File: src/verilog/img_params.svh
`ifndef IMG_PARAMS_SVH
`define IMG_PARAMS_SVH

// --------------------
// image geometry
// --------------------
`define IMG_W        8                              // pixels per row
`define IMG_H        8                              // rows per channel
`define IMG_C        32                             // channels per image
`define IMG_PIX      (`IMG_W * `IMG_H * `IMG_C)     // 2048 pixels per load

// --------------------
// data widths
// --------------------
`define PIX_W        8                              // unsigned input pixel
`define OUT_W        14                             // output word, zero-extended pixel

// --------------------
// on-chip memory and view limits
// --------------------
`define SRAM_COUNT   4                              // banks, interleaved by channel
`define SRAM_ADDR_W  9                              // 512 words per bank
`define ORG_MAX      6                              // keeps the 2x2 window inside 8x8

`endif

File: src/verilog/img_pkg.sv
`include "img_params.svh"

package img_pkg;

    // payload words
    typedef logic        [`PIX_W-1:0] pixel_t;
    typedef logic signed [`OUT_W-1:0] result_t;

    // raster coordinates, index is {chan, y, x}
    typedef logic [$clog2(`IMG_W)-1:0]   coord_t;
    typedef logic [$clog2(`IMG_C)-1:0]   chan_t;
    typedef logic [$clog2(`IMG_PIX)-1:0] pix_index_t;

    // bank split of a raster index
    typedef logic [$clog2(`SRAM_COUNT)-1:0] bank_sel_t;
    typedef logic [`SRAM_ADDR_W-1:0]        bank_addr_t;

    // external opcodes, 8..15 are taken as no-ops
    typedef enum logic [3:0] {
        OP_LOAD    = 4'd0,
        OP_ORG_R   = 4'd1,
        OP_ORG_L   = 4'd2,
        OP_ORG_U   = 4'd3,
        OP_ORG_D   = 4'd4,
        OP_SCALE_D = 4'd5,
        OP_SCALE_U = 4'd6,
        OP_DISPLAY = 4'd7
    } op_mode_t;

    typedef enum logic [1:0] {DEPTH_8, DEPTH_16, DEPTH_32} depth_sel_t;

    // one-cycle strobe from sequencer to config regs
    typedef enum logic [2:0] {
        CFG_NONE, CFG_ORG_R, CFG_ORG_L, CFG_ORG_U, CFG_ORG_D, CFG_DEPTH_D, CFG_DEPTH_U
    } cfg_cmd_t;

endpackage

File: src/verilog/op_sequencer.sv
`timescale 1ns/100ps
`include "img_params.svh"

module op_sequencer (
    input  logic                i_clk,
    input  logic                i_rst_n,
    input  logic                i_op_valid,   // one-cycle op pulse
    input  img_pkg::op_mode_t   i_op_mode,
    input  logic                i_in_valid,
    input  logic                i_disp_done,  // streamer finished
    output logic                o_op_ready,
    output logic                o_in_ready,
    output logic                o_wr_en,
    output img_pkg::pix_index_t o_wr_index,
    output img_pkg::cfg_cmd_t   o_cfg_cmd,
    output logic                o_disp_start
);
    import img_pkg::*;

    typedef enum logic [2:0] {
        S_BOOT0,    // first cycle out of reset
        S_BOOT1,
        S_WAIT,     // idle, take next op
        S_LOAD,     // 2048 pixels in
        S_CFG,      // config strobe in flight
        S_DISP      // streamer running
    } state_t;

    localparam pix_index_t LAST_PIX = pix_index_t'(`IMG_PIX - 1);

    state_t     state;
    logic       rdy_q;        // registered ready pulse
    pix_index_t load_cnt;     // also the write index

    // opcode -> config command, everything else is CFG_NONE
    function automatic cfg_cmd_t decode_cfg(input op_mode_t op);
        case (op)
            OP_ORG_R:   return CFG_ORG_R;
            OP_ORG_L:   return CFG_ORG_L;
            OP_ORG_U:   return CFG_ORG_U;
            OP_ORG_D:   return CFG_ORG_D;
            OP_SCALE_D: return CFG_DEPTH_D;
            OP_SCALE_U: return CFG_DEPTH_U;
            default:    return CFG_NONE;
        endcase
    endfunction

    // --------------------
    // main FSM
    // --------------------
    always_ff @(posedge i_clk or negedge i_rst_n) begin
        if (!i_rst_n) begin
            state        <= S_BOOT0;
            rdy_q        <= 1'b0;
            o_in_ready   <= 1'b0;
            load_cnt     <= '0;
            o_cfg_cmd    <= CFG_NONE;
            o_disp_start <= 1'b0;
        end else begin
            rdy_q        <= 1'b0;                 // pulses by default
            o_cfg_cmd    <= CFG_NONE;
            o_disp_start <= 1'b0;
            case (state)
                S_BOOT0: state <= S_BOOT1;
                S_BOOT1: begin
                    rdy_q <= 1'b1;                // first ready after reset
                    state <= S_WAIT;
                end
                S_WAIT: begin
                    if (i_op_valid) begin
                        if (i_op_mode == OP_LOAD) begin
                            load_cnt   <= '0;
                            o_in_ready <= 1'b1;
                            state      <= S_LOAD;
                        end else if (i_op_mode == OP_DISPLAY) begin
                            o_disp_start <= 1'b1;
                            state        <= S_DISP;
                        end else begin
                            o_cfg_cmd <= decode_cfg(i_op_mode);   // no-ops ride along
                            state     <= S_CFG;
                        end
                    end
                end
                S_LOAD: begin
                    if (i_in_valid) begin
                        load_cnt <= load_cnt + 1'b1;
                        if (load_cnt == LAST_PIX) begin
                            o_in_ready <= 1'b0;
                            rdy_q      <= 1'b1;
                            state      <= S_WAIT;
                        end
                    end
                end
                S_CFG: begin
                    rdy_q <= 1'b1;                // regs update on this same edge
                    state <= S_WAIT;
                end
                S_DISP: begin
                    if (i_disp_done) state <= S_WAIT;
                end
                default: state <= S_WAIT;
            endcase
        end
    end

    // display ends on the done cycle itself, no extra register stage
    assign o_op_ready = rdy_q || (state == S_DISP && i_disp_done);
    assign o_wr_en    = (state == S_LOAD) && i_in_valid;
    assign o_wr_index = load_cnt;

endmodule

File: config.mk
export PLATFORM = sky130hd
export DESIGN_NAME = op_sequencer
export DESIGN_NICKNAME = d
export VERILOG_FILES = /design/src/verilog/img_pkg.sv /design/src/verilog/op_sequencer.sv
export VERILOG_INCLUDE_DIRS = /design/src /design/src/verilog
export SDC_FILE = /design/constraint.sdc
export NUM_CORES = 1
export LEC_CHECK = 0
export ABC_CLOCK_PERIOD_IN_PS = 3400
export BUFFER_PORTS_ARGS = -buffer_cell sky130_fd_sc_hd__buf_4
export CORE_MARGIN = 5
export CORE_UTILIZATION = 30
export DETAILED_ROUTE_END_ITERATION = 8
export GPL_TIMING_DRIVEN = 0
export PLACE_DENSITY = 0.5
export SLEW_MARGIN = 10
export SYNTH_ARGS = -nofsm -noshare
export SYNTH_HDL_FRONTEND = slang
export SYNTH_SLANG_ARGS = --single-unit
File: constraint.sdc
create_clock -name i_clk -period 3.4 [get_ports i_clk]
set_input_delay 0.17 -clock i_clk [delete_from_list [all_inputs] [get_ports i_clk]]
set_output_delay 0.17 -clock i_clk [all_outputs]
set_load 0.01 [all_outputs]
* Yosys cells after proc, flatten, opt, wreduce, memory -nomap -nowiden *
Cells that the tools add are included.

word-level totals
  flip-flop bits (word level) = 20
  input bits = 9
  output and inout bits = 18

operators by class
  add/sub/neg operators = 1
  equality and inequality tests = 18
  muxes and demuxes = 28
  reductions and logical operators = 10

operator list
  cell                     count
  $mux W11                 3
  $mux W3                  9
  $pmux W11 S2             1
  $pmux W3 S6              1
  $eq A4 B3 Y1 const B     4
  $pmux W3 S4              1
  $add A11 B1 Y11 const B  1
  $eq A11 B11 Y1 const B   1
  $mux W1                  11
  $ne A2 B2 Y1 const B     5
  $eq A4 B2 Y1 const B     2
  $reduce_and A4 Y1        2
  $eq A3 B2 Y1 const B     2
  $eq A3 B3 Y1 const B     2
  $reduce_and A5 Y1        1
  $eq A4 B1 Y1 const B     1
  $logic_not A4 Y1         1
  $pmux W1 S2              2
  $eq A3 B1 Y1 const B     1
  $logic_not A3 Y1         1
  $logic_and A1 B1 Y1      2
  $reduce_bool A2 Y1       1
  $reduce_or A2 Y1         1
  $logic_or A1 B1 Y1       1

* Depth between registers and ports, before layout *
  depth in word-level cells = 6
  depth in mapped cells = 5
  mapped depth without buffers = 5

* Worst setup path before layout *
No wires, ideal clock.

  path type = reg-to-reg
  from = reg load_cnt[0] (netlist: o_wr_index[0])
  to = reg state[0]
  setup time = 139 ps
  data arrival time = 1726 ps
  slack = 1535 ps
  cell stages (with the launch flop) = 6
  path through = dfrtp_1 ha_1 nand3_1 nor3_1 a311oi_1 or4_1

between the ends
  longest elaborated chain between the ends = 3

RTL lines
  item                         RTL line            source
  start, declared              op_sequencer.sv:33  pix_index_t load_cnt;
  start signal, assigned       op_sequencer.sv:86  load_cnt <= load_cnt + 1'b1;
  $eq A11 B11 Y1               op_sequencer.sv:87  if (load_cnt == LAST_PIX) begin
  $ne A2 B2 Y1 (no line)       -
  $reduce_and A4 Y1 (no line)  -
  end signal, assigned         op_sequencer.sv:90  state <= S_WAIT;
  end signal, assigned         op_sequencer.sv:96  state <= S_WAIT;
  end signal, assigned         op_sequencer.sv:99  if (i_disp_done) state <= S_WAIT;
  end, declared                op_sequencer.sv:31  state_t state;

No other way between the ends.
A chain may end at the register's enable or synchronous reset.

* Worst setup path after layout *
Ends and elaborated chain as after synthesis.

==> results.sh <==
export IMPL_routed_wl_mm=2.502
export IMPL_cts_sinks=20
export IMPL_final_nets=151
export IMPL_synthesis_instances=109
export IMPL_power_density_nw_per_um2=719.1
export IMPL_timing_setup_tns_ns=0
export IMPL_first_pass_iters=4
export IMPL_cap_violations=0
export IMPL_cts_inserted_buffers=3
export IMPL_finalHoldViolCount=0
export IMPL_drive_gt1_share_pct=23.57
export IMPL_die_h_um=68.80
export IMPL_via_per_inst=5.204
export IMPL_hold_path_class="input pin to flip-flop"
export IMPL_synth_cell_type_count=32
export IMPL_cts_hold_buf=1
export IMPL_place_detailed_hpwl_mm=1.814
export IMPL_top_layer_used="met4"
export IMPL_start_kind="flip-flop"
export IMPL_synth_warnings=0
export IMPL_diodes=0
export IMPL_status="complete, no violations"
export IMPL_layout_common_cells="buf_4 (26), dfrtp_1 (20), nand2_1 (15)"
export IMPL_max_stage_delay_ns=0.53
export IMPL_reg2reg_to="state[0]"
export IMPL_worstPathBufferInverterCount=0
export IMPL_leakagePower_nw=0.6066
export IMPL_r2r_start="o_wr_index[0]"
export IMPL_drtIter0Drc=60
export IMPL_cp_max_fo=6
export IMPL_netlist_area_sq_um=1037
export IMPL_setup_slack_ns=1.297
export IMPL_gp_congestion=0.7975
export IMPL_vias=968
export IMPL_synth_nets=119
export IMPL_antenna_found_initial=0
export IMPL_crit_required_ns=3.59
export IMPL_routedWlPerCell_um=13.45
export IMPL_grt_pass1_wl_mm=4.402
export IMPL_grt_max_degree=21
export IMPL_met1_length_mm=1.128
export IMPL_dp_worst_setup_slack_ns=1.289
export IMPL_reg2reg_depth=5
export IMPL_slowest_stage="nor3_1"
export IMPL_worstPathCellList="ha_1, nand3_1, nor3_1, a311oi_1, or4_1"
export IMPL_avgSynthCellArea_sq_um=9.516
export IMPL_cts_resized=0
export IMPL_finalCritPeriodShare_pct=61.84
export IMPL_slew_headroom_pct=62.52
export IMPL_rows=21
export IMPL_slew_viol_final=0
export IMPL_crit_family="simple AND/OR/NAND/NOR gates"
export IMPL_min_from="i_op_mode[2]"
export IMPL_hold_depth=2
export IMPL_area_growth_synth_to_final_pct=28.83
export IMPL_clk_pin_slew_worst_paths_ns=0.12
export IMPL_tightest_slew_ns=0.5579
export IMPL_postCtsSetupBuffers=0
export IMPL_dieArea_sq_um=4733
export IMPL_grt_overflow=0
export IMPL_grt_pass1_vias=987
export IMPL_cts_buffer_depth=2
export IMPL_fmax_mhz=475.6
export IMPL_track_usage_pct=12.44
export IMPL_finalCriticalPeriod_ns=2.103
export IMPL_critPathKind="flip-flop to flip-flop"
export IMPL_cts_htree_levels=1
export IMPL_root_buffer="clkbuf_4"
export IMPL_yosys_register_bits=20
export IMPL_crit_arrival_ns=2.29
export IMPL_core_sq_um=3337
export IMPL_fp_dieW_um=68.80
export IMPL_cts_tree="yes"
export IMPL_setup_violations_final=0
export IMPL_clk_latency_ns=0.30
export IMPL_met3WireLength_um=117
export IMPL_endpoint_kind="flip-flop"
export IMPL_initial_utilization_pct=31.08
export IMPL_drc=0
export IMPL_peakVddDrop_mv=0.3550
export IMPL_final_common_cell="buf_4"
export IMPL_holdPathEnd="o_cfg_cmd[1]"
export IMPL_met2WireLength_mm=1.219
export IMPL_final_antenna_net_count=0
export IMPL_reg2reg_setup_slack_ns=1.30
export IMPL_seq_area_frac_synth_pct=48.25
export IMPL_pin_count=27
export IMPL_io_buffers=26
export IMPL_rsz0062_at_grt="false"
export IMPL_skew_ns=0.001006
-- per-layer routing --
| metal | track usage, % | vias to the layer above |
|---|---|---|
| li1 | - | 483 |
| met1 | 15.75 | 452 |
| met2 | 19.07 | 26 |
| met3 | 4.052 | 7 |
| met4 | 5.839 | 0 |
| met5 | 0 | - |
-- registers in the layout, summed over array words and instances, names as in the netlist --
signal	cells
o_disp_start	1
rdy_q	1
o_cfg_cmd	3
o_in_ready	1
o_wr_index	11
state	3
-- metrics by stage --
| stage | utilization [%] | total power [mW] | instances | hold WS, ns | instance area [sq um] |
|---|---|---|---|---|---|
| floorplan | - | 0.6501 | 109 | -0.1256 | 1037 |
| global placement | 38.66 | 0.8251 | 181 | 0.06912 | 1290 |
| detailed placement | 38.66 | 0.8296 | 181 | 0.06741 | 1290 |
| CTS | 40.04 | 0.9768 | 186 | 0.05339 | 1336 |
| global route | 40.04 | 1.065 | 186 | 0.03732 | 1336 |
| finish | 40.04 | 0.9610 | 186 | 0.06107 | 1336 |
-- cells in the mapped netlist (all sizes together) --
master / number / area, sq um
nand2: 15 / 56.30
a21oi: 8 / 40.04
a41o: 2 / 20.02
o21ai: 2 / 10.00
o31ai: 3 / 22.52
o21a: 1 / 15.01
clkbuf: 3 / 11.26
nand2b: 3 / 18.77
inv: 3 / 11.26
a31oi: 2 / 12.51
ha: 1 / 12.51
nand4bb: 1 / 11.26
o22ai: 2 / 12.51
and3: 2 / 12.51
nand4b: 2 / 17.52
nor3b: 1 / 7.510
nand3b: 1 / 7.510
o41ai: 1 / 8.760
dfrtp: 20 / 500.5
or3: 1 / 6.260
a311oi: 1 / 8.760
or2: 1 / 6.260
nand4: 2 / 12.51
or4: 5 / 41.29
or4b: 5 / 50.05
nor2: 4 / 15.01
a22o: 1 / 8.760
nand3: 13 / 65.06
nor3: 3 / 15.01
-- cell families after synthesis --
| family | after synthesis | synth area share (%) |
|---|---|---|
| simple gates | 59 | 33.05 |
| buf+inv | 6 | 2.171 |
| fa+ha+maj | 1 | 1.206 |
| compound gates | 23 | 15.32 |
| flops | 20 | 48.25 |
-- area by class of cell --
| class | count | area [sq um] |
|---|---|---|
| inverter | 3 | 11.26 |
| tap | 46 | 57.56 |
| timing repair buffer | 27 | 205.2 |
| clock buffer | 4 | 36.28 |
| sequential | 20 | 500.5 |
| buffer | 3 | 11.26 |
| multi-input combinational | 83 | 514.2 |
| fill | 343 | 2001 |
-- worst max-delay path by stage --
stage	startpoint	endpoint	depth (start not counted)
finish	o_wr_index[0]	state[0]	5
floorplan	o_wr_index[0]	state[0]	5
detailed placement	o_wr_index[0]	state[0]	5
global route	o_wr_index[0]	state[0]	5
CTS	o_wr_index[0]	state[0]	5
global placement	o_wr_index[0]	state[0]	5
-- report_power, final --
group | total [mW] | switching, mW | leakage [nW] | internal [mW]
Sequential | 0.400 | 0.0896 | 0.242 | 0.311
Combinational | 0.419 | 0.221 | 0.344 | 0.199
Clock | 0.141 | 0.0761 | 0.0210 | 0.0654
Total | 0.961 | 0.386 | 0.607 | 0.575
No activity file was read; power rests on OpenSTA's default activity.
