<file path="src/verilog/img_params.svh">
`ifndef IMG_PARAMS_SVH
`define IMG_PARAMS_SVH

// --------------------
// image geometry
// --------------------
`define IMG_W        8                              // pixels per row
`define IMG_H        8                              // rows per channel
`define IMG_C        32                             // channels per image
`define IMG_PIX      (`IMG_W * `IMG_H * `IMG_C)     // 2048 pixels per load

// --------------------
// data widths
// --------------------
`define PIX_W        8                              // unsigned input pixel
`define OUT_W        14                             // output word, zero-extended pixel

// --------------------
// on-chip memory and view limits
// --------------------
`define SRAM_COUNT   4                              // banks, interleaved by channel
`define SRAM_ADDR_W  9                              // 512 words per bank
`define ORG_MAX      6                              // keeps the 2x2 window inside 8x8

`endif

</file>
<file path="src/verilog/img_pkg.sv">
`include "img_params.svh"

package img_pkg;

    // payload words
    typedef logic        [`PIX_W-1:0] pixel_t;
    typedef logic signed [`OUT_W-1:0] result_t;

    // raster coordinates, index is {chan, y, x}
    typedef logic [$clog2(`IMG_W)-1:0]   coord_t;
    typedef logic [$clog2(`IMG_C)-1:0]   chan_t;
    typedef logic [$clog2(`IMG_PIX)-1:0] pix_index_t;

    // bank split of a raster index
    typedef logic [$clog2(`SRAM_COUNT)-1:0] bank_sel_t;
    typedef logic [`SRAM_ADDR_W-1:0]        bank_addr_t;

    // external opcodes, 8..15 are taken as no-ops
    typedef enum logic [3:0] {
        OP_LOAD    = 4'd0,
        OP_ORG_R   = 4'd1,
        OP_ORG_L   = 4'd2,
        OP_ORG_U   = 4'd3,
        OP_ORG_D   = 4'd4,
        OP_SCALE_D = 4'd5,
        OP_SCALE_U = 4'd6,
        OP_DISPLAY = 4'd7
    } op_mode_t;

    typedef enum logic [1:0] {DEPTH_8, DEPTH_16, DEPTH_32} depth_sel_t;

    // one-cycle strobe from sequencer to config regs
    typedef enum logic [2:0] {
        CFG_NONE, CFG_ORG_R, CFG_ORG_L, CFG_ORG_U, CFG_ORG_D, CFG_DEPTH_D, CFG_DEPTH_U
    } cfg_cmd_t;

endpackage

</file>
<file path="src/verilog/display_streamer.sv">
`timescale 1ns/100ps
`include "img_params.svh"

module display_streamer (
    input  logic                i_clk,
    input  logic                i_rst_n,
    input  logic                i_disp_start,
    input  img_pkg::coord_t     i_origin_x,
    input  img_pkg::coord_t     i_origin_y,
    input  img_pkg::depth_sel_t i_depth_sel,
    input  img_pkg::pixel_t     i_rd_data,    // one cycle after o_rd_en
    output logic                o_rd_en,
    output img_pkg::pix_index_t o_rd_index,
    output logic                o_out_valid,
    output img_pkg::result_t    o_out_data,
    output logic                o_disp_done
);
    import img_pkg::*;

    logic   active;        // issuing reads
    chan_t  chan_cnt;      // outer loop
    logic   [1:0] pos_cnt; // 0:(0,0) 1:(1,0) 2:(0,1) 3:(1,1)
    coord_t rd_x;
    coord_t rd_y;

    // last channel for the selected depth
    function automatic chan_t last_chan(input depth_sel_t dsel);
        case (dsel)
            DEPTH_8:  return chan_t'(7);
            DEPTH_16: return chan_t'(15);
            default:  return chan_t'(31);
        endcase
    endfunction

    // --------------------
    // read address generation
    // --------------------
    always_ff @(posedge i_clk or negedge i_rst_n) begin
        if (!i_rst_n) begin
            active   <= 1'b0;
            chan_cnt <= '0;
            pos_cnt  <= '0;
        end else if (i_disp_start) begin
            active   <= 1'b1;
            chan_cnt <= '0;
            pos_cnt  <= '0;
        end else if (active) begin
            pos_cnt <= pos_cnt + 2'd1;                 // wraps after (1,1)
            if (pos_cnt == 2'd3) begin
                if (chan_cnt == last_chan(i_depth_sel)) begin
                    active <= 1'b0;
                end else begin
                    chan_cnt <= chan_cnt + 1'b1;
                end
            end
        end
    end

    assign rd_x       = i_origin_x + coord_t'(pos_cnt[0]);   // origin <= 6, no wrap
    assign rd_y       = i_origin_y + coord_t'(pos_cnt[1]);
    assign o_rd_en    = active;
    assign o_rd_index = {chan_cnt, rd_y, rd_x};

    // --------------------
    // output stage
    // --------------------
    always_ff @(posedge i_clk or negedge i_rst_n) begin
        if (!i_rst_n) begin
            o_out_valid <= 1'b0;
            o_disp_done <= 1'b0;
        end else begin
            o_out_valid <= active;                     // tracks memory latency
            o_disp_done <= o_out_valid && !active;     // cycle after last word
        end
    end

    // zero-extend, held at 0 between words
    assign o_out_data = o_out_valid ?
                        result_t'({{(`OUT_W - `PIX_W){1'b0}}, i_rd_data}) : '0;

endmodule

</file>
<file path="config.mk">
export PLATFORM = sky130hd
export DESIGN_NAME = display_streamer
export DESIGN_NICKNAME = d
export VERILOG_FILES = /design/src/verilog/img_pkg.sv /design/src/verilog/display_streamer.sv
export VERILOG_INCLUDE_DIRS = /design/src /design/src/verilog
export SDC_FILE = /design/constraint.sdc
export NUM_CORES = 1
export LEC_CHECK = 0
export ABC_AREA = 1
export BUFFER_PORTS_ARGS = -buffer_cell sky130_fd_sc_hd__buf_2
export CAP_MARGIN = 20
export CORE_MARGIN = 2
export CORE_UTILIZATION = 37
export DETAILED_ROUTE_END_ITERATION = 12
export GPL_ROUTABILITY_DRIVEN = 0
export PLACE_DENSITY = 0.78
export SKIP_LAST_GASP = 1
export SLEW_MARGIN = 20
export SYNTH_ARGS = -nofsm -noshare
export SYNTH_HDL_FRONTEND = slang
export SYNTH_SLANG_ARGS = --single-unit
</file>
<file path="constraint.sdc">
create_clock -name i_clk -period 1.2 [get_ports i_clk]
set_input_delay 0.06 -clock i_clk [delete_from_list [all_inputs] [get_ports i_clk]]
set_output_delay 0.06 -clock i_clk [all_outputs]
set_load 0.02 [all_outputs]
</file>
### Word level (Yosys, flattened, before mapping)

Cells that the tools add are included.

| storage, ports and cells | value |
|---|---|
| input bits | 19 |
| logic and storage cells | 34 |
| output and inout bits | 28 |
| bits in registers | 10 |

| cells by class | value |
|---|---|
| eq/ne operators | 4 |
| add/subtract/negate cells | 4 |
| muxes and demuxes | 15 |
| reduce and logical (&&, ||, !) cells | 6 |

Operator list:

| operator | number |
|---|---|
| $mux 5 | 7 |
| $pmux 5 s2 | 1 |
| $mux 8 | 1 |
| $add 3x1->3 | 2 |
| $add 5x1->5 const B | 1 |
| $eq 5x5->1 | 1 |
| $mux 1 | 4 |
| $mux 2 | 2 |
| $reduce_bool 2->1 | 2 |
| $reduce_and 3->1 | 1 |
| $add 2x1->2 const B | 1 |
| $eq 2x1->1 const B | 1 |
| $eq 2x2->1 const B | 1 |
| $logic_not 2->1 | 1 |
| $ne 2x2->1 const B | 1 |
| $logic_and 1x1->1 | 1 |
| $logic_not 1->1 | 1 |

### Longest topological paths before layout

| logic depth | value |
|---|---|
| depth after elaboration | 10 |
| gate-level depth with buffers | 8 |
| depth with buffers taken out | 8 |

### Worst setup path before layout

Ideal clock, no wire load.

| timing | value |
|---|---|
| path kind | flip-flop to flip-flop |
| from | register chan_cnt[0] |
| to | register active, in the netlist o_rd_en |
| buffers on the path | 0 |
| setup slack | -0.145 ns |
| setup time | 0.117 ns |
| period minus slack after synthesis | 1.345 ns |
| cell stages (with the launch flop) | 7 |
| data required time | 1.083 ns |
| arrival | 1.228 ns |
| cell sequence | dfrtp_1 ha_1 nand3_1 nor2_2 nand2_2 o21ai_1 inv_1 |

| on the way | value |
|---|---|
| cells in the longest elaborated chain, start to end | 5 |

Ends and longest elaborated chain:

| element | line | text |
|---|---|---|
| start, declared | display_streamer.sv:21 | `chan_t chan_cnt;` |
| start signal, assigned | display_streamer.sv:53 | `chan_cnt <= chan_cnt + 1'b1;` |
| $eq 5x5->1 | display_streamer.sv:50 | `if (chan_cnt == last_chan(i_depth_sel)) begin` |
| $mux 1 | display_streamer.sv:50 |  |
| $mux 1 | display_streamer.sv:49 | `if (pos_cnt == 2'd3) begin` |
| $mux 1 | display_streamer.sv:47 | `end else if (active) begin` |
| $mux 1 | display_streamer.sv:43 | `end else if (i_disp_start) begin` |
| end signal, assigned | display_streamer.sv:40 | `active <= 1'b0;` |
| end signal, assigned | display_streamer.sv:44 | `active <= 1'b1;` |
| end signal, assigned | display_streamer.sv:51 | `active <= 1'b0;` |
| end, declared | display_streamer.sv:20 | `logic active;` |

Every way passes these cells.
A chain may end at the register's enable or synchronous reset.

### Worst setup path after layout

| timing | value |
|---|---|
| from | register pos_cnt[1] |
| to | output port o_rd_index[5] |

| on the way | value |
|---|---|
| cells in the longest elaborated chain, start to end | 1 |

Ends and longest elaborated chain:

| element | line | text |
|---|---|---|
| start, declared | display_streamer.sv:22 | `logic [1:0] pos_cnt;` |
| start signal, assigned | display_streamer.sv:48 | `pos_cnt <= pos_cnt + 2'd1;` |
| $add 3x1->3 | display_streamer.sv:60 | `assign rd_y = i_origin_y + coord_t'(pos_cnt[1]);` |
| end, declared | display_streamer.sv:13 | `output img_pkg::pix_index_t o_rd_index,` |

Every way passes these cells.

==> results.ini <==
[outcome]
run_status=finished with violations
violations=negative setup slack

[min_path]
hold_path_class=in2reg

[timing]
worst_clock_skew_ns=0.00287
worst_slack_ns=-0.142
timing_max_transition_violations_final=0
final_period_minus_worst_setup_slack_ns=1.34
hold_violations=0
finalSetupViolCount=9
final.hold.worst_slack_ns=0.0394
achievable-frequency_ghz=0.745
totalNegativeSetupSlack_ns=-0.843
setup_repair_after_global_routing_missed_its_margin=true
final.period_utilization=1.12

[clock_network]
cts.root.buffer_cell=clkbuf_4
clkLatencyLatePin_ns=0.26
cts-root-to-sink-buffers=2
tritoncts=built
cts-htree-levels=1
clock_sinks=10
cts-buffers-inserted=3
cts.reportedPaths.clkPinSlew_ns=0.06

[power]
powerDensity_nw_per_um2=886
power_leakage_uw=0.000668
irDropWorstVdd_uv=705

[detailed_routing]
drt_wl_total_mm=1.89
drt_pre_antenna_iters=4
drt_iter0_drc=6
routed_wire_length_per_instance_um=10.7
routed_vias=806
drt_drc_violations_left=0
viasPerCell=4.58
ant_nets=0

[global_routing]
grt_pass1_vias=601
globalRouteOverflowTotal=0
grt_start_max_net_pins=11
grt_antenna_before_repair=0
globalRouteTotalUtil=0.146
grt_first_pass_wirelength_mm=2.28

[die]
design.core.area_um2=1780
initial_utilization=0.402
die_area_um2=2310
row_count=15
io_pins=47
die_w_um=48.0
die_y_um=48.0

[critical_path]
cp_cell_sequence=ha_2, ha_4, xor2_1, buf_4
largest_stage_delay_worst_path_ns=0.38
critPathRequiredTime_ns=1.14
setup.worst_path.start_class=register
worst_setup_path_end_kind=output pin
timing_worst_setup_path_type=reg2out
worst_path_maximum_fanout=2
arrival_worst_endpoint_ns=1.28
cp_slowest_cell=dfrtp_1

[finish]
synthToLayoutAreaGrowth_pct=58.8
fillCellCount=142
insertedDiodeCount=0
drive_above_1_share=0.497
sequential_cell_area_um2=255
multi_input_area_um2=463
finalNetCount=177

[synthesis]
synth.ff_latch_count=10
syn-instance-count=99
yosysTopAreaCell=dfrtp_1
netlist_area_um2=717
synth_warnings=0
synth.yosys.seq_area_share=0.349
ys_types=21
netlist.area_leader.share=0.349
post_synth_main_area_contributors=dfrtp_1 (35%), nand2_1 (16%), ha_1 (10%)
synth.avg_cell_area_um2=7.24

[placed_design]
place_hpwl_mm=1.33
port-buffer-count=40

[run]
timing.max_cap.violations=0

-- cell type report --
class,count,area share
repair buffers,50,0.265
inverters,16,0.0538
multi-input cells,71,0.407
clock buffers,4,0.0231
flip-flops and latches,10,0.224
well taps,25,0.0275
-- flip-flops by register name, indices dropped and copies added (netlist names) --
| signal | cells |
|---|---|
| chan_cnt | 5 |
| o_disp_done | 1 |
| o_out_valid | 1 |
| o_rd_en | 1 |
| pos_cnt | 2 |
-- where the power goes --
group / internal (µW) / leakage (µW) / switching [µW]
Combinational: 176 / 0.000533 / 214
Sequential: 361 / 0.000120 / 25.9
Clock: 128 / 0.0000150 / 104
Total: 665 / 0.000668 / 344
-- per-stage QoR --
stage / util / instance area (µm²) / power (µW) / cells / worst slack [ns]
2_1_floorplan: - / 751 / 595 / 104 / 0.0135
3_3_place_gp: 0.540 / 963 / 698 / 166 / 0.0149
3_5_place_dp: 0.540 / 963 / 706 / 166 / -0.0476
4_1_cts: 0.595 / 1060 / 974 / 173 / -0.148
5_1_grt: 0.639 / 1140 / 1070 / 176 / -0.212
6_report: 0.639 / 1140 / 1010 / 176 / -0.142
-- cell usage after synthesis --
| master | number |
|---|---|
| buf_4 | 6 |
| clkbuf_1 | 1 |
| clkinv_1 | 1 |
| conb_1 | 1 |
| dfrtp_1 | 10 |
| ha_1 | 6 |
| inv_1 | 12 |
| inv_2 | 3 |
| nand2_1 | 30 |
| nand2_2 | 1 |
| nand2_4 | 1 |
| nand3_1 | 9 |
| nand3b_1 | 1 |
| nand4_1 | 1 |
| nor2_1 | 8 |
| nor2_2 | 1 |
| o21ai_0 | 1 |
| o21ai_1 | 1 |
| o21ai_2 | 1 |
| xnor2_1 | 2 |
| xor2_1 | 2 |
-- per-layer routing --
metal | up-vias | global-route usage | wire length (µm)
met1 | 370 | 0.145 | 671
li1 | 392 | - | -
met4 | 0 | 0.0216 | 8
met3 | 2 | 0.0642 | 138
met5 | - | 0 | 0
met2 | 42 | 0.283 | 1070
-- worst paths after layout --
kind	start	cells after the start	slack, ns	endpoint
max	pos_cnt[1]$_DFFE_PN0P_	4	-0.14	o_rd_index[5]
min	i_disp_start	2	0.04	pos_cnt[0]$_DFFE_PN0P_
max reg2reg	pos_cnt[0]$_DFFE_PN0P_	7	-0.13	chan_cnt[3]$_DFFE_PN0P_
min reg2reg	o_rd_en$_DFF_PN0_	1	0.54	o_out_valid$_DFF_PN0_
max in group asynchronous	i_rst_n	2	0.81	chan_cnt[4]$_DFFE_PN0P_
min in group asynchronous	i_rst_n	2	0.19	pos_cnt[0]$_DFFE_PN0P_
-- timing repair --
item,4_1_cts,5_1_grt
endpoints found under the setup margin,9,18
setup buffers,2,3
hold endpoints to repair,10,0
resized for setup,13,14
pin swaps,1,4
hold buffers,1,0
gates cloned,0,0
-- worst max-delay path, delay by kind of cell (launching register included) --
kind                     cells  cell delay (ns)
adder cells (fa/ha/maj)      2             0.34
buffers and inverters        1             0.15
flip-flops                   1             0.38
XOR/XNOR                     1             0.15
-- cell usage in the layout (no fill, tap or decap) --
cell type,netlist,routed
dfrtp_1,10,6
xnor2_1,2,2
nand3_4,0,1
clkbuf_4,0,3
inv_1,12,12
buf_6,0,3
clkinv_2,0,1
nor2_4,0,1
conb_1,1,6
clkbuf_1,1,1
inv_2,3,3
o21ai_2,1,1
dfrtp_2,0,4
buf_2,0,35
nor2_1,8,8
nand3b_1,1,1
nand3_1,9,8
nand2_2,1,3
o21ai_4,0,1
nand2_4,1,2
ha_4,0,3
xor2_1,2,2
ha_2,0,3
dlygate4sd3_1,0,1
nand2_1,30,27
buf_4,6,11
o21ai_0,1,1
nand4_1,1,1
-- cell families (layout without fill, tap and decap cells) --
logic type / after synthesis / in the layout / share of synthesized area
AOI/OAI and AO/OA: 3 / 3 / 0.0262
xor gates and xnor gates: 4 / 4 / 0.0489
adders and majority gates: 6 / 6 / 0.105
buffers and inverters: 23 / 70 / 0.152
DFF: 10 / 10 / 0.349
other: 1 / 6 / 0.00523
and+or+nand+nor: 52 / 52 / 0.314
Note: power is estimated with default switching activity, not from simulation.
