==> src/verilog/img_params.svh <==
`ifndef IMG_PARAMS_SVH
`define IMG_PARAMS_SVH

// --------------------
// image geometry
// --------------------
`define IMG_W        8                              // pixels per row
`define IMG_H        8                              // rows per channel
`define IMG_C        32                             // channels per image
`define IMG_PIX      (`IMG_W * `IMG_H * `IMG_C)     // 2048 pixels per load

// --------------------
// data widths
// --------------------
`define PIX_W        8                              // unsigned input pixel
`define OUT_W        14                             // output word, zero-extended pixel

// --------------------
// on-chip memory and view limits
// --------------------
`define SRAM_COUNT   4                              // banks, interleaved by channel
`define SRAM_ADDR_W  9                              // 512 words per bank
`define ORG_MAX      6                              // keeps the 2x2 window inside 8x8

`endif

==> src/verilog/img_pkg.sv <==
`include "img_params.svh"

package img_pkg;

    // payload words
    typedef logic        [`PIX_W-1:0] pixel_t;
    typedef logic signed [`OUT_W-1:0] result_t;

    // raster coordinates, index is {chan, y, x}
    typedef logic [$clog2(`IMG_W)-1:0]   coord_t;
    typedef logic [$clog2(`IMG_C)-1:0]   chan_t;
    typedef logic [$clog2(`IMG_PIX)-1:0] pix_index_t;

    // bank split of a raster index
    typedef logic [$clog2(`SRAM_COUNT)-1:0] bank_sel_t;
    typedef logic [`SRAM_ADDR_W-1:0]        bank_addr_t;

    // external opcodes, 8..15 are taken as no-ops
    typedef enum logic [3:0] {
        OP_LOAD    = 4'd0,
        OP_ORG_R   = 4'd1,
        OP_ORG_L   = 4'd2,
        OP_ORG_U   = 4'd3,
        OP_ORG_D   = 4'd4,
        OP_SCALE_D = 4'd5,
        OP_SCALE_U = 4'd6,
        OP_DISPLAY = 4'd7
    } op_mode_t;

    typedef enum logic [1:0] {DEPTH_8, DEPTH_16, DEPTH_32} depth_sel_t;

    // one-cycle strobe from sequencer to config regs
    typedef enum logic [2:0] {
        CFG_NONE, CFG_ORG_R, CFG_ORG_L, CFG_ORG_U, CFG_ORG_D, CFG_DEPTH_D, CFG_DEPTH_U
    } cfg_cmd_t;

endpackage

==> src/verilog/view_config_regs.sv <==
`timescale 1ns/100ps
`include "img_params.svh"

module view_config_regs (
    input  logic                i_clk,
    input  logic                i_rst_n,
    input  img_pkg::cfg_cmd_t   i_cfg_cmd,    // one-cycle strobe
    output img_pkg::coord_t     o_origin_x,
    output img_pkg::coord_t     o_origin_y,
    output img_pkg::depth_sel_t o_depth_sel
);
    import img_pkg::*;

    localparam coord_t ORG_LIM = coord_t'(`ORG_MAX);

    // --------------------
    // saturating steps
    // --------------------
    always_ff @(posedge i_clk or negedge i_rst_n) begin
        if (!i_rst_n) begin
            o_origin_x  <= '0;
            o_origin_y  <= '0;
            o_depth_sel <= DEPTH_32;          // full depth out of reset
        end else begin
            case (i_cfg_cmd)
                CFG_ORG_R: begin
                    if (o_origin_x < ORG_LIM) o_origin_x <= o_origin_x + 3'd1;
                end
                CFG_ORG_L: begin
                    if (o_origin_x != '0) o_origin_x <= o_origin_x - 3'd1;
                end
                CFG_ORG_U: begin
                    if (o_origin_y != '0) o_origin_y <= o_origin_y - 3'd1;   // up is toward row 0
                end
                CFG_ORG_D: begin
                    if (o_origin_y < ORG_LIM) o_origin_y <= o_origin_y + 3'd1;
                end
                CFG_DEPTH_D: begin
                    case (o_depth_sel)
                        DEPTH_32: o_depth_sel <= DEPTH_16;
                        default:  o_depth_sel <= DEPTH_8;  // 16 -> 8, 8 stays
                    endcase
                end
                CFG_DEPTH_U: begin
                    case (o_depth_sel)
                        DEPTH_8:  o_depth_sel <= DEPTH_16;
                        default:  o_depth_sel <= DEPTH_32; // 16 -> 32, 32 stays
                    endcase
                end
                default: ;                            // CFG_NONE, hold
            endcase
        end
    end

endmodule
==> config.mk <==
export PLATFORM = sky130hd
export DESIGN_NAME = view_config_regs
export DESIGN_NICKNAME = d
export VERILOG_FILES = /design/src/verilog/img_pkg.sv /design/src/verilog/view_config_regs.sv
export VERILOG_INCLUDE_DIRS = /design/src /design/src/verilog
export SDC_FILE = /design/constraint.sdc
export NUM_CORES = 1
export LEC_CHECK = 0
export ABC_AREA = 1
export BUFFER_PORTS_ARGS = -buffer_cell sky130_fd_sc_hd__buf_4
export CORE_AREA = 2 2 39 41
export CTS_CLUSTER_DIAMETER = 30
export DETAILED_ROUTE_END_ITERATION = 16
export DIE_AREA = 0 0 41 43
export MAX_ROUTING_LAYER = met4
export PLACE_DENSITY = 0.74
export SYNTH_ARGS = -nofsm -noshare
export SYNTH_HDL_FRONTEND = slang
export SYNTH_SLANG_ARGS = --single-unit
export TNS_END_PERCENT = 5
==> constraint.sdc <==
create_clock -name i_clk -period 1.3 [get_ports i_clk]
set_input_delay 0.26 -clock i_clk [delete_from_list [all_inputs] [get_ports i_clk]]
set_output_delay 0.26 -clock i_clk [all_outputs]
set_load 0.01 [all_outputs]
Word level (Yosys, flattened, before mapping):

Cells that the tools add are included.

* output and inout port bits: 8
* register bits after elaboration: 8
* input bits: 5

* muxes and demuxes: 9
* reduce and logical (&&, ||, !) cells: 8
* equal/unequal tests: 11
* $lt $le $gt $ge: 2
* $add $sub $neg: 4

Operator list (number)
* two-way mux 3 bit: 4
* case mux 3 bit (2 select lines): 2
* equality test 3 bit (second input constant): 3
* != test 2 bit (second input constant): 4
* adder 3 x 1 -> 3 bit (second input constant): 2
* equality test 3 x 2 -> 1 bit (second input constant): 2
* less-than comparator 3 bit (second input constant): 2
* AND reduction 3 bit: 2
* nonzero test 2 bit: 3
* nonzero test 3 bit: 2
* subtractor 3 x 1 -> 3 bit (second input constant): 2
* case mux 2 bit (2 select lines): 1
* equality test 3 x 1 -> 1 bit (second input constant): 1
* equality test 2 bit (second input constant): 1
* logical NOT 2 bit: 1
* two-way mux 2 bit: 1
* two-way mux 1 bit: 1

Depth between registers and ports, before layout:

Gate-level depths: netlist (run 1).

* depth after elaboration: 3
* gate-level depth with buffers: 13

Least setup slack after synthesis (run 1):

No wires, ideal clock.

* kind: input -> register
* start: input port i_cfg_cmd[0]
* end: register o_origin_y[2]
* path buffers: 0
* stages: 9
* arrival: 1155 ps
* setup time: 117 ps
* data required time: 1183 ps
* slack: 28 ps
* path through: nor2_1 > nand2_1 > xnor2_1 > inv_1 > ha_1 > a21oi_1 > nand2_1 > nand3_1 > nand2_1

* cells in the longest elaborated chain, start to end: 3

RTL lines
* start, declared: RTL line view_config_regs.sv:7 `input img_pkg::cfg_cmd_t i_cfg_cmd,`
* equality test 3 bit or equality test 3 x 2 -> 1 bit (tied branches): RTL line view_config_regs.sv:25 `case (i_cfg_cmd)`
* != test 2 bit (no source line) or nonzero test 2 bit (tied branches)
* AND reduction 3 bit (no source line)
* end signal, assigned: RTL line view_config_regs.sv:33 `if (o_origin_y != '0) o_origin_y <= o_origin_y - 3'd1;`
* end signal, assigned: RTL line view_config_regs.sv:36 `if (o_origin_y < ORG_LIM) o_origin_y <= o_origin_y + 3'd1;`
* end, declared: RTL line view_config_regs.sv:9 `output img_pkg::coord_t o_origin_y,`

Parallel ways exist; a longest one is shown, timed or not.
A chain may end at the register's enable or synchronous reset.

Worst setup path in the final report (run 1):

* start: register o_origin_y[1]
* end: output port o_origin_y[1]

No word-level cell between the ends.

==> results of run 1 <==
## power by group
part | switching [W] | total [W] | internal (W) | leakage [nW]
Clock | 0.0000801 | 0.000197 | 0.000117 | 0.0150
Combinational | 0.000438 | 0.000865 | 0.000427 | 0.338
Sequential | 0.000131 | 0.000506 | 0.000375 | 0.0947
## worst max-delay path: cells and delay by family, from the launching register on
family                 cells  cell delay (ns)
flip-flops                 1             0.40
buffers and inverters      2             0.30
## routing by layer
layer / routed length (um) / GRT usage
met2: 615 / 0.253
met4: 0 / 0.0400
met3: 44 / 0.0314
met1: 551 / 0.226
met5: 0 / -
## layout by cell type, fill, tap and decap left out
| cell type | instances |
|---|---|
| xnor2_1 | 2 |
| buf_6 | 1 |
| dfrtp_1 | 7 |
| buf_4 | 21 |
| dlygate4sd3_1 | 1 |
| clkbuf_1 | 1 |
| ha_1 | 1 |
| a21oi_4 | 1 |
| nand4_1 | 1 |
| ha_2 | 1 |
| dfstp_2 | 1 |
| nand3_2 | 2 |
| nor2_2 | 1 |
| nand3_1 | 7 |
| xor2_1 | 1 |
| nand2_1 | 35 |
| nand2_2 | 3 |
| o21ai_1 | 1 |
| inv_2 | 7 |
| a21oi_1 | 3 |
| nor2_1 | 7 |
| inv_1 | 8 |
| clkbuf_4 | 3 |
## what timing repair did
item                                    4_1_cts  5_1_grt
endpoints found under the setup margin        0        1
resized for setup                             0        8
hold buffers                                  1        0
hold endpoints to repair                      7        0
## cell type report
| cell class | instances | area (sq um) |
|---|---|---|
| clock buffer | 4 | 26.3 |
| multi-input combinational | 66 | 334 |
| inverter | 15 | 56.3 |
| fill | 142 | 567 |
| tap | 16 | 20.0 |
| sequential | 8 | 201 |
| timing repair buffer | 23 | 179 |
## cells by family (layout without fill, tap and decap cells)
kind of cell	after synthesis	count (layout)	share of synthesized area
DFF	8	8	0.341
xor gates and xnor gates	3	3	0.0445
buffers and inverters	16	42	0.114
and+or+nand+nor	56	56	0.396
adders and majority gates	2	2	0.0424
AOI/OAI and AO/OA	5	5	0.0614
## path summary, 6_finish.rpt
| kind | start | end | slack (ns) |
|---|---|---|---|
| min | i_cfg_cmd[2] | o_depth_sel[1] | 0.34 |
| min reg2reg | o_depth_sel[1] | o_depth_sel[1] | 0.49 |
| max in group asynchronous | i_rst_n | o_depth_sel[1] | 0.72 |
| max reg2reg | o_origin_x[1] | o_origin_x[2] | 0.09 |
| max | o_origin_y[1] | o_origin_y[1] | 0.09 |
| min in group asynchronous | i_rst_n | o_depth_sel[0] | 0.36 |
## flip-flops by register name, summed over array words and instances, names as in the netlist
name         flops
o_origin_x       3
o_depth_sel      2
o_origin_y       3
## stage by stage
stage / total power (W) / instances
after floorplan: 0.000983 / 90
after global placement: 0.00131 / 127
after detailed placement: 0.00133 / 127
after CTS: 0.00155 / 132
after global routing: 0.00175 / 132
final: 0.00157 / 132
==> impl_metrics.ini, run 1 <==
[status]
status = complete, no violations

[setup_path]
cp_slowest_cell = dfrtp_1
critPathKind = register to output pin
cp_common_cell = buf_4
cpPeakStageDelay_ns = 0.40
path_cells = buf_4 > buf_4
cp.required_ns = 1.04
worst_setup_path_start_kind = register
r2r_cells = 7
worstPathArrival_ns = 0.95
crit_path_end_kind = output pin
crit_fanout = 6

[timing]
hold_violations = 0
hold_ws_ns = 0.339
timing.fmax_mhz = 826
min_period_ns = 1.21
fin_skew_ns = 0.00709
tightest_slew_ns = 0.180
final.period_utilization = 0.931
setup_viol = 0
drv_slew = 0
rsz0062_at_grt = yes
tns_ns = 0
relSlewSlack = 0.880
setup_ws_ns = 0.0901

[finish]
stdcell_area_sq_um = 817
fin_util = 0.590
finalNetCount = 124
area_growth_syn_to_layout_pct = 38.3
drive_above_1_share = 0.353
diodes = 0

[logic_synthesis]
synth_nets = 97
synth-edff-count = 0
synth_top_cell_area_share = 0.297
syn_avg_cell_area_sq_um = 6.56
ys_seq_elements = 8
synth_area_leader_cell = dfrtp_1
synth_ff_type = dfrtp_1
synth-async-reset-ratio = 1.00
synthCells = 90
yosys.cell_count.top_type = nand2_1
synth_cell_type_count = 18
yosysWarnings = 0
yosysSeqAreaShare = 0.341
synth.area.top_cells = dfrtp_1 30%, nand2_1 24%, inv_1 7.0%
synth_area_sq_um = 591
yosys-top-cells-count = 37 x nand2_1, 11 x inv_1, 8 x nand3_1

[route]
ant_nets = 0
drcViolationCount = 0
vias = 606
drt_iter0_drc = 5
finalWirelength_um = 1210
drt_pass1_iterations = 4
wire_per_inst_um = 9.17
vias_per_cell = 4.59

[place]
place_area_sq_um = 764
place_ws_ns = -0.126
dp_hpwl_um = 997
portBuffers = 12
place.gp.congestion = 0.741

[clock_network]
htreeDepth = 1
clock_latency_ns = 0.25
cts_root_buf = clkbuf_4
cts_tree = yes
clockBufferDepth = 2
clk_pin_slew_ns = 0.06
cts_buffers = 3
numClockSinks = 8
cts_setup_buffers = 0

[global_routing]
grt_pass1_vias = 516
grt_first_pass_wirelength_um = 2000
antenna_found_initial = 0
grt_max_degree = 9
grt.total_usage = 0.167
grt-ovfl-total = 0

[floorplan]
coreArea_sq_um = 1380
initial_utilization = 0.427
die_w_um = 41
ios = 13
die_area_sq_um = 1760
row_count = 14
die_y_um = 43

[hold_path]
holdPathStages = 4
hold_path_class = primary input to register

[power]
power_density_nw_per_um2 = 1920
ir_drop_mv = 0.990
p_leak_nw = 0.447

[job]
maxCapViolCount = 0
(Power assumes the default switching activity.)
==> run 2: changes to the inputs <==
==> constraint.sdc (replaced) <==
create_clock -name i_clk -period 1.5 [get_ports i_clk]
set_input_delay 0.3 -clock i_clk [delete_from_list [all_inputs] [get_ports i_clk]]
set_output_delay 0.3 -clock i_clk [all_outputs]
set_load 0.01 [all_outputs]
==> impl_metrics.ini, run 2 (synthesis gave the netlist of run 1 again) <==
[status]
status = complete, no violations

[finish]
multi_input_area_sq_um = 322
final_common_cell = nand2_1
layout.cells.most_common_list = 37 x nand2_1, 15 x buf_4, 11 x inv_1
stdcell_count = 125
finalNetCount = 117
area_growth_syn_to_layout_pct = 26.7
diodes = 0
n_fill_cell = 132
drive_above_1_share = 0.248
largestRegisters = o_origin_x: 3 flops, o_origin_y: 3 flops, o_depth_sel: 2 flops
regArea_sq_um = 201

[timing]
drv_slew = 0
setup_ws_ns = 0.198
final.period_utilization = 0.868
tightest_slew_ns = 0.216
setup_viol = 0
fin_skew_ns = 0.00251
min_period_ns = 1.30
timing.fmax_mhz = 768
relSlewSlack = 0.856
hold_violations = 0
rsz0062_at_grt = no

[route]
vias = 575
drcViolationCount = 0
finalWirelength_um = 1110
vias_per_cell = 4.60
drt_pass1_iterations = 2
ant_nets = 0
wire_per_inst_um = 8.88
drt_iter0_drc = 9

[clock_network]
cts_tree = yes
clockBufferDepth = 2
numClockSinks = 8
htreeDepth = 1
cts_buffers = 3
clk_pin_slew_ns = 0.05
clock_latency_ns = 0.25
ctsResizeCount = 0
cts_root_buf = clkbuf_4

[floorplan]
die_area_sq_um = 1760
die_y_um = 43
initial_utilization = 0.427
coreArea_sq_um = 1380
ios = 13
row_count = 14
die_w_um = 41

[setup_path]
r2r_cells = 7
worst_setup_path_start_kind = register
rrSetupSlack_ns = 0.20
timing.rr.start = o_origin_y[1]
cp.required_ns = 1.64
worstPathArrival_ns = 1.44
crit_path_end_kind = register
crit-reg2reg-capture = o_origin_y[2]
crit_fanout = 7
critPathKind = register to register

[power]
power_w = 0.00127
power_density_nw_per_um2 = 1700
ir_drop_mv = 0.761
p_leak_nw = 0.416

[place]
place.gp.congestion = 0.723
dp.cells = 120
dp_hpwl_um = 910
place_ws_ns = -0.0478
portBuffers = 12

[hold_path]
min_to = o_depth_sel[1]
holdPathStages = 4
hold_path_class = primary input to register
hp-start = i_cfg_cmd[2]

[job]
maxCapViolCount = 0

[global_routing]
grt_max_degree = 9
grt-ovfl-total = 0
grt_first_pass_wirelength_um = 1860
grt.total_usage = 0.158
grt_pass1_vias = 478
antenna_found_initial = 0
==> run 2: cell types whose count changed in the layout (fill, tap and decap cells not counted), moves of 2 or more <==
cell,previous run,this run
inv_2,7,4
nand2_2,3,1
nand2_1,35,37
buf_4,21,15
inv_1,8,11
==> run 2: what timing repair did <==
item	CTS	global route
hold buffers	1	0
hold endpoints to repair	7	0
setup buffers	0	0
==> run 2: critical path, stage by stage (launching register included) <==
cell     delay, ns
dfrtp_1       0.44
xnor2_1       0.19
inv_1         0.06
ha_1          0.19
a21oi_1       0.13
nand2_1       0.06
nand3_1       0.07
nand2_1       0.05
==> run 2: worst max-delay path by stage <==
stage / start / to / cells after the start
2_1_floorplan: i_cfg_cmd[0] / o_origin_y[2] / 9
3_3_place_gp: i_cfg_cmd[0] / o_origin_y[2] / 10
3_5_place_dp: i_cfg_cmd[0] / o_origin_y[2] / 10
4_1_cts: o_origin_y[1] / o_origin_y[2] / 7
5_1_grt: o_origin_x[1] / o_origin_x[2] / 10
6_report: o_origin_y[1] / o_origin_y[2] / 7
==> run 2: routing by layer <==
| metal | up-vias | global-route usage | wire (um) | part of all wire |
|---|---|---|---|---|
| li1 | 315 | - | - | - |
| met1 | 248 | 0.214 | 537 | 0.48 |
| met2 | 8 | 0.219 | 514 | 0.46 |
| met3 | 4 | 0.0314 | 38 | 0.034 |
| met4 | 0 | 0.0800 | 21 | 0.019 |
| met5 | - | - | 0 | 0 |
==> run 2: cell type report <==
type                    instances  share of cell area
inverters                      15              0.0753
repair buffers                 16               0.164
well taps                      16              0.0268
clock buffers                   4              0.0351
flip-flops and latches          8               0.269
multi-input cells              66               0.430
==> run 2: power by group <==
group / internal, W / switching [W]
clock network: 0.000102 / 0.0000698
registers: 0.000325 / 0.000132
logic: 0.000313 / 0.000331
==> run 2: stage by stage <==
| stage | cell area (sq um) | util | hold WS [ns] | TNS [ns] |
|---|---|---|---|---|
| 6_report | 748 | 0.541 | 0.393 | 0 |
| 5_1_grt | 748 | 0.541 | 0.422 | 0 |
| 4_1_cts | 748 | 0.541 | 0.381 | 0 |
| 3_5_place_dp | 712 | 0.514 | 0.121 | -0.0478 |
| 3_3_place_gp | 712 | 0.514 | 0.121 | 0 |
| 2_1_floorplan | 591 | - | 0.00441 | 0 |
